$ cat config.mk
export PLATFORM = sky130hd
export DESIGN_NAME = uart_rx_top
export DESIGN_NICKNAME = d
export VERILOG_FILES = /design/src/hw/uart_pkg.sv /design/src/hw/uart_baud_gen.sv /design/src/hw/uart_rx_deser.sv /design/src/hw/uart_rx_fifo.sv /design/src/hw/uart_rx_top.sv
export VERILOG_INCLUDE_DIRS = /design/src /design/src/include
export SDC_FILE = /design/constraint.sdc
export NUM_CORES = 1
export LEC_CHECK = 0
export ABC_AREA = 1
export BUFFER_PORTS_ARGS = -buffer_cell sky130_fd_sc_hd__buf_4
export CAP_MARGIN = 20
export CORE_MARGIN = 2
export CORE_UTILIZATION = 48
export CTS_CLUSTER_SIZE = 16
export DETAILED_ROUTE_END_ITERATION = 16
export GPL_ROUTABILITY_DRIVEN = 0
export SLEW_MARGIN = 15
export SYNTH_ARGS = -nofsm -noshare
export SYNTH_HDL_FRONTEND = slang
export SYNTH_SLANG_ARGS = --single-unit
$ cat constraint.sdc
create_clock -name clk_i -period 2.6 [get_ports clk_i]
set_input_delay 0.13 -clock clk_i [delete_from_list [all_inputs] [get_ports clk_i]]
set_output_delay 0.13 -clock clk_i [all_outputs]
set_load 0.01 [all_outputs]
$ cat src/include/uart_params.svh
// Build-time constants for the UART receive path.
// Data width, default frame FIFO depth and line synchronizer depth.

`ifndef UART_PARAMS_SVH
`define UART_PARAMS_SVH

// Bits per character, no parity.
`define UART_DATA_W 8

// Default number of frames held for the host.
// Must be a power of two.
`define UART_FIFO_DEPTH 16

// Flops between the pin and the edge detector.
`define UART_SYNC_STAGES 2

`endif

$ cat src/hw/uart_pkg.sv
// Shared types for the UART receiver.
// Data and divisor vectors, the received-frame struct and the
// deserializer state encoding.

`include "uart_params.svh"

`default_nettype none

package uart_pkg;

  // One received character.
  typedef logic [`UART_DATA_W-1:0] data_t;

  // Clock cycles per bit on the serial line.
  typedef logic [15:0] baud_div_t;

  // Entry stored in the receive FIFO.
  typedef struct packed {
    data_t data;
    logic  frame_err;
  } rx_frame_t;

  // Deserializer states.
  typedef enum logic [1:0] {
    IDLE,
    START,
    DATA,
    STOP
  } rx_state_e;

endpackage

`default_nettype wire

$ cat src/hw/uart_baud_gen.sv
// Sample tick generator for the UART receiver.
// Restarts at half a bit on a start edge, then ticks once per bit.

`include "uart_params.svh"

`default_nettype none

module uart_baud_gen (
  input  logic                clk_i,
  input  logic                rst_ni,
  input  logic                en_i,
  input  uart_pkg::baud_div_t baud_div_i,
  input  logic                restart_i,
  output logic                tick_o
);

  uart_pkg::baud_div_t cnt_q;
  uart_pkg::baud_div_t half_div;
  logic                wrap;

  // Loading half the divisor puts the first tick in the middle of the start bit.
  assign half_div = baud_div_i >> 1;
  assign wrap     = (cnt_q == baud_div_i - 16'd1);

  always_ff @(posedge clk_i) begin
    if (!rst_ni) begin
      cnt_q  <= '0;
      tick_o <= 1'b0;
    end else if (!en_i) begin
      // Held at zero and silent while the receiver is off.
      cnt_q  <= '0;
      tick_o <= 1'b0;
    end else if (restart_i) begin
      cnt_q  <= half_div;
      tick_o <= 1'b0;
    end else if (wrap) begin
      cnt_q  <= '0;
      tick_o <= 1'b1;
    end else begin
      cnt_q  <= cnt_q + 16'd1;
      tick_o <= 1'b0;
    end
  end

  // With a divisor of two or more there is always a gap between ticks,
  // even when a restart lands right after one.
  a_tick_single : assert property (
    @(posedge clk_i) disable iff (!rst_ni)
    (tick_o && baud_div_i >= 16'd2) |=> !tick_o
  ) else $error("tick_o high on two consecutive cycles");

endmodule

`default_nettype wire

$ cat src/hw/uart_rx_deser.sv
// UART receive deserializer.
// Line synchronizer, falling-edge start detection, bit-sampling FSM
// and assembly of the received frame with its framing-error flag.

`include "uart_params.svh"

`default_nettype none

module uart_rx_deser (
  input  logic                clk_i,
  input  logic                rst_ni,
  input  logic                en_i,
  input  logic                rx_i,
  input  logic                tick_i,
  output logic                restart_o,
  output uart_pkg::rx_frame_t frame_o,
  output logic                frame_valid_o
);

  localparam int unsigned CNT_W = $clog2(`UART_DATA_W);
  localparam logic [CNT_W-1:0] LAST_BIT = CNT_W'(`UART_DATA_W - 1);

  logic [`UART_SYNC_STAGES-1:0] sync_q;
  logic                         line;
  logic                         line_q;
  logic                         fall;
  logic                         sample;

  uart_pkg::rx_state_e state_q;
  logic [CNT_W-1:0]    bit_cnt_q;
  uart_pkg::data_t     shift_q;

  // Synchronizer and edge detector. Idle line is high.
  always_ff @(posedge clk_i) begin
    if (!rst_ni) begin
      sync_q <= '1;
      line_q <= 1'b1;
    end else begin
      sync_q <= {sync_q[`UART_SYNC_STAGES-2:0], rx_i};
      line_q <= line;
    end
  end

  assign line   = sync_q[`UART_SYNC_STAGES-1];
  assign fall   = line_q & ~line;
  assign sample = en_i & tick_i;

  // A start edge realigns the baud generator to this bit.
  assign restart_o = en_i && (state_q == uart_pkg::IDLE) && fall;

  always_ff @(posedge clk_i) begin
    if (!rst_ni) begin
      state_q       <= uart_pkg::IDLE;
      bit_cnt_q     <= '0;
      frame_valid_o <= 1'b0;
    end else begin
      frame_valid_o <= 1'b0;
      if (!en_i) begin
        state_q <= uart_pkg::IDLE;
      end else begin
        case (state_q)
          uart_pkg::IDLE: begin
            if (fall) begin
              state_q <= uart_pkg::START;
            end
          end
          uart_pkg::START: begin
            // Line back high at mid-bit means it was only a glitch.
            if (tick_i) begin
              if (line) begin
                state_q <= uart_pkg::IDLE;
              end else begin
                state_q   <= uart_pkg::DATA;
                bit_cnt_q <= '0;
              end
            end
          end
          uart_pkg::DATA: begin
            if (tick_i) begin
              bit_cnt_q <= bit_cnt_q + 1'b1;
              if (bit_cnt_q == LAST_BIT) begin
                state_q <= uart_pkg::STOP;
              end
            end
          end
          uart_pkg::STOP: begin
            if (tick_i) begin
              frame_valid_o <= 1'b1;
              state_q       <= uart_pkg::IDLE;
            end
          end
        endcase
      end
    end
  end

  // Data path. Bits arrive LSB first, so shift in from the top.
  always_ff @(posedge clk_i) begin
    if (sample && state_q == uart_pkg::DATA) begin
      shift_q <= {line, shift_q[`UART_DATA_W-1:1]};
    end
    if (sample && state_q == uart_pkg::STOP) begin
      frame_o.data      <= shift_q;
      frame_o.frame_err <= ~line;
    end
  end

  a_valid_pulse : assert property (
    @(posedge clk_i) disable iff (!rst_ni)
    frame_valid_o |=> !frame_valid_o
  ) else $error("frame_valid_o held for more than one cycle");

  // Each start edge gives a single restart pulse.
  a_restart_pulse : assert property (
    @(posedge clk_i) disable iff (!rst_ni)
    restart_o |=> !restart_o
  ) else $error("restart_o held for more than one cycle");

endmodule

`default_nettype wire

$ cat src/hw/uart_rx_fifo.sv
// First-word-fall-through FIFO for received UART frames.
// Reports full and empty, and pulses overrun when a frame is dropped.

`include "uart_params.svh"

`default_nettype none

module uart_rx_fifo #(
  parameter int unsigned DEPTH = `UART_FIFO_DEPTH
) (
  input  logic                clk_i,
  input  logic                rst_ni,
  input  logic                wr_i,
  input  uart_pkg::rx_frame_t wdata_i,
  input  logic                rd_i,
  output uart_pkg::rx_frame_t rdata_o,
  output logic                empty_o,
  output logic                full_o,
  output logic                overrun_o
);

  localparam int unsigned AW = $clog2(DEPTH);

  if (DEPTH < 2 || (DEPTH & (DEPTH - 1)) != 0) begin : g_depth_check
    $error("uart_rx_fifo DEPTH must be a power of two, at least 2");
  end

  uart_pkg::rx_frame_t mem_q [DEPTH];

  // Extra top bit tells a full FIFO from an empty one.
  logic [AW:0] wr_ptr_q;
  logic [AW:0] rd_ptr_q;
  logic [AW:0] level;
  logic        wr_en;
  logic        rd_en;

  assign level   = wr_ptr_q - rd_ptr_q;
  assign empty_o = (wr_ptr_q == rd_ptr_q);
  assign full_o  = (wr_ptr_q[AW] != rd_ptr_q[AW]) &&
                   (wr_ptr_q[AW-1:0] == rd_ptr_q[AW-1:0]);

  // A read on an empty FIFO is ignored.
  assign rd_en = rd_i && !empty_o;

  // When full, a same-cycle read frees the slot for the incoming frame.
  assign wr_en     = wr_i && (!full_o || rd_en);
  assign overrun_o = wr_i && full_o && !rd_en;

  // Head entry straight from storage.
  assign rdata_o = mem_q[rd_ptr_q[AW-1:0]];

  always_ff @(posedge clk_i) begin
    if (!rst_ni) begin
      wr_ptr_q <= '0;
      rd_ptr_q <= '0;
    end else begin
      if (wr_en) begin
        wr_ptr_q <= wr_ptr_q + 1'b1;
      end
      if (rd_en) begin
        rd_ptr_q <= rd_ptr_q + 1'b1;
      end
    end
  end

  always_ff @(posedge clk_i) begin
    if (wr_en) begin
      mem_q[wr_ptr_q[AW-1:0]] <= wdata_i;
    end
  end

  a_level_max : assert property (
    @(posedge clk_i) disable iff (!rst_ni)
    level <= (AW + 1)'(DEPTH)
  ) else $error("FIFO occupancy %0d exceeds depth %0d", level, DEPTH);

endmodule

`default_nettype wire

$ cat src/hw/uart_rx_top.sv
// UART receive subsystem top level.
// Deserializer with line synchronizer, baud tick generator and
// frame FIFO read by the host with a plain strobe.

`include "uart_params.svh"

`default_nettype none

module uart_rx_top (
  input  logic                clk_i,
  input  logic                rst_ni,
  input  logic                rx_en_i,
  input  uart_pkg::baud_div_t baud_div_i,
  input  logic                rx_i,
  input  logic                rx_re_i,
  output uart_pkg::rx_frame_t rdata_o,
  output logic                empty_o,
  output logic                full_o,
  output logic                overrun_o
);

  logic                restart;
  logic                tick;
  uart_pkg::rx_frame_t frame;
  logic                frame_valid;

  // Serial line to frames.
  uart_rx_deser u_deser (
    .clk_i        (clk_i),
    .rst_ni       (rst_ni),
    .en_i         (rx_en_i),
    .rx_i         (rx_i),
    .tick_i       (tick),
    .restart_o    (restart),
    .frame_o      (frame),
    .frame_valid_o(frame_valid)
  );

  // Mid-bit sample ticks, realigned on each start edge.
  uart_baud_gen u_baud (
    .clk_i     (clk_i),
    .rst_ni    (rst_ni),
    .en_i      (rx_en_i),
    .baud_div_i(baud_div_i),
    .restart_i (restart),
    .tick_o    (tick)
  );

  // Nothing stalls the deserializer; a full FIFO drops the frame.
  uart_rx_fifo #(
    .DEPTH(`UART_FIFO_DEPTH)
  ) u_fifo (
    .clk_i    (clk_i),
    .rst_ni   (rst_ni),
    .wr_i     (frame_valid),
    .wdata_i  (frame),
    .rd_i     (rx_re_i),
    .rdata_o  (rdata_o),
    .empty_o  (empty_o),
    .full_o   (full_o),
    .overrun_o(overrun_o)
  );

endmodule

`default_nettype wire

==> summary by stage <==
Critical path
The data arrival at the endpoint of the critical path is 2.28 ns. STA classifies the critical path endpoint as an output pin. The category of the worst setup path launch point is a flip-flop. The highest fanout seen on the critical path is 37. The required time at the worst-slack endpoint is 2.47 ns. The kind of critical path is reg -> out.

The worst reg-to-reg setup slack is 0.30 ns.

Drt
The number of iterations in the first detailed-routing pass is 5. In the final routed layout, each cell accounts on average for approximately 17 microns. The remaining antenna violation count is 0. The post-route DRC violation count is 0.

The via total after detailed routing is 6037. The average vias per placed instance is roughly 5.4. In this run, the number of DRC markers left after iteration 0 of detailed routing was 286. After detailed routing, the total wire length is 19600 microns.

CTS
Clock-pin slew was measured on the worst setup and hold paths at 0.06 ns. The clock reaches the later pin of the worst-skew pair after 0.51 ns. The clock tree root driver cell is sky130_fd_sc_hd__clkbuf_16. The CTS buffer count is 22. The clock passes through at most 3 buffers. The H-tree depth reported by CTS is 1. The number of setup buffers added after CTS is 0. The number of gates resized after CTS was 0. The clock tree from TritonCTS is done.

The CTS sink count is 201.

Cells and area
The final non-filler cell total is 1125. Summing all non-filler instances in the final layout gives an area of approximately 11000 sq um. Leaving out fill and tap cells, the most frequent cell in the layout is sky130_fd_sc_hd__edfxtp_1. Measured on the finished design, the core utilization comes to a little under three fifths. The share of cells above drive strength 1 is 14.5%. The area growth from synthesis to layout is 15.6%.

The final net count is 905. Leaving out fill and tap cells, the most frequent cells in the layout are sky130_fd_sc_hd__edfxtp_1, sky130_fd_sc_hd__nand2_1, sky130_fd_sc_hd__inv_1. The repair_antennas step left the layout with diodes totalling 0.

Timing
The aggregate negative setup slack is 0 ns. The fmax is 414 MHz. The final max-slew violation count is 0. The final clock skew is 0.0168 ns.

The measured slew at the worst slew-check pin is 0.988 ns. Setup repair after global routing left no endpoint under its margin. Of the available clock period, the critical path in the final layout requires between 90% and 100%. The worst pin sits at a relative slew slack of between 30% and 40%. The number of hold-slack violations in the final timing report is 0. The number of endpoints failing setup at the final stage is 0. The minimum clock period is roughly 2.4 ns.

Yosys
The number of nets handed over by synthesis was 851. In this run, synthesis inferred 161 flip-flops with an integrated enable. Ranked by total cell area, the synthesized netlist is headed by sky130_fd_sc_hd__edfxtp_1, sky130_fd_sc_hd__dfxtp_1, sky130_fd_sc_hd__nand2_1. The number of synthesized register bits is 201. The share of the yosys chip area belonging to registers is 61.9%.

After technology mapping, the gate count stands at between 800 and 900. The number of warning messages in the yosys log is 0. The area of the mapped netlist is 9100 sq um. The count of distinct cell types in the synthesized netlist is just over 40. The biggest area contributor in the post-synthesis netlist is sky130_fd_sc_hd__edfxtp_1.

The fraction of synthesis flops using an asynchronous set or reset pin is 0%. Dividing the synthesized area by the synthesized cell count gives approximately 11 sq um. The share of Yosys cell area claimed by the top area cell type is 53.1%.

The primary flip-flop cell chosen by synthesis mapping is sky130_fd_sc_hd__edfxtp_1.

Floorplan
The row count is 50. The initial standard-cell utilization of the core is 48.8%. In this run the count of I/O pins placed on the die edge is 33. The area of the die is 20100 sq um.

The placeable core region is 18600 sq um. The vertical extent of the die is 142 microns. The die width is 142 microns.

Placed design
The count of input and output buffers is 32. Once detailed placement completed, the half-perimeter wirelength came to approximately 13000 microns. The number of placed cells counting well taps is roughly 1100. The standard cell area after detailed placement is 9580 sq um.

Pwr
The worst voltage drop across the vdd grid is 400 uV. The power density normalized to cell area is ~680 nW/um^2. The total power is 7.11 mW. In this run the static leakage power is 3.73 nW.

Global routing
The initial antenna violation count is 0. The pin count of the biggest net entering global routing is slightly above 40. The first global-routing pass estimated 31300 microns of wire.

Global routing consumed, over all layers together, 19.8% of the routing resources. Global routing finished with a remaining overflow of 0. The number of global-route vias before repair is 5966.

Run status
The run finished with clean final reports.

Job
The tool flagged a number of max-cap violations equal to 0.

Min path
The worst hold path class is in -> reg.
-- cells by family after synthesis --
family,synth area share [%]
mux,3.96
compound gates,10.2
flops,61.9
fa+ha+maj,1.24
xor+xnor,2.79
buf+inv,5.46
simple gates,14.4
-- sequential cells by signal, indices dropped and copies added (netlist names), named ones only --
signal and cells:
u_baud.tick_o 1, u_fifo.wr_ptr_q 5, u_fifo.rd_ptr_q 5, u_deser.bit_cnt_q 3, u_deser.line_q 1, u_deser.shift_q 8, u_deser.frame_o 9, u_fifo.mem_q 144
u_deser.state_q 1, u_baud.cnt_q 16, u_deser.sync_q 2, u_deser.frame_valid_o 1
-- repair_timing --
item / 4_1_cts / 5_1_grt
setup endpoints to repair: 0 / 0
hold buffers: 18 / 0
endpoints found under the hold margin: 31 / 0
-- Yosys cell counts (all sizes together), types with 2 or more instances --
master / n
edfxtp: 161
nand2: 117
inv: 92
nor2: 63
a21oi: 62
o21ai: 59
nand3: 52
dfxtp: 40
o211ai: 37
mux2i: 36
clkbuf: 16
xnor2: 16
buf: 13
xor2: 13
nor3: 10
ha: 9
nand3b: 6
clkinv: 4
or2: 4
nand4: 2
nor3b: 2
nor4: 2
-- routing by layer --
layer	routed length, microns	up-vias	track usage [%]
met5	0	-	0
li1	-	2961	-
met2	9270	134	33.1
met3	793	33	3.07
met4	510	0	6.68
met1	9050	2909	26.7
-- report_power, final --
group	total, mW	switching [mW]	internal [mW]
logic	0.380	0.214	0.166
clock network	3.27	1.25	2.02
registers	3.46	0.0225	3.43
total	7.11	1.49	5.62
-- worst paths after layout --
kind | depth (start not counted) | end | start
min reg2reg | 0 | u_deser.frame_o[1]$_DFFE_PP_ | u_deser.shift_q[0]$_DFFE_PP_
min | 4 | flip-flop | rx_re_i
max reg2reg | 8 | u_fifo.mem_q[13][5]$_DFFE_PP_ | u_fifo.wr_ptr_q[2]$_SDFFE_PN0P_
max | 7 | rdata_o[5] | flip-flop
-- worst max-delay path: stages (launching register included) --
cell                       delay [ns]
sky130_fd_sc_hd__dfxtp_4         0.62
sky130_fd_sc_hd__buf_4           0.30
sky130_fd_sc_hd__a21oi_1         0.11
sky130_fd_sc_hd__o21ai_0         0.09
sky130_fd_sc_hd__o21ai_0         0.12
sky130_fd_sc_hd__o211ai_1        0.26
sky130_fd_sc_hd__nand2_1         0.10
sky130_fd_sc_hd__buf_4           0.16
-- layout make-up --
cell class	instances	area, sq um
fillers	1564	8120
flip-flops and latches	201	5640
multi-input cells	495	2970
clock buffers	30	601
repair buffers	59	500
inverters	96	360
well taps	234	293
clock inverters	10	163
-- metrics by stage --
| step | hold slack, ns | worst slack [ns] |
|---|---|---|
| global placement | 0.322 | 0.416 |
| floorplan | 0.237 | 0.704 |
| global route | 0.0974 | 0.0333 |
| CTS | 0.0591 | 0.159 |
| finish | 0.0867 | 0.185 |
| detailed placement | 0.320 | 0.323 |
Note: power is estimated with default switching activity, not from simulation.
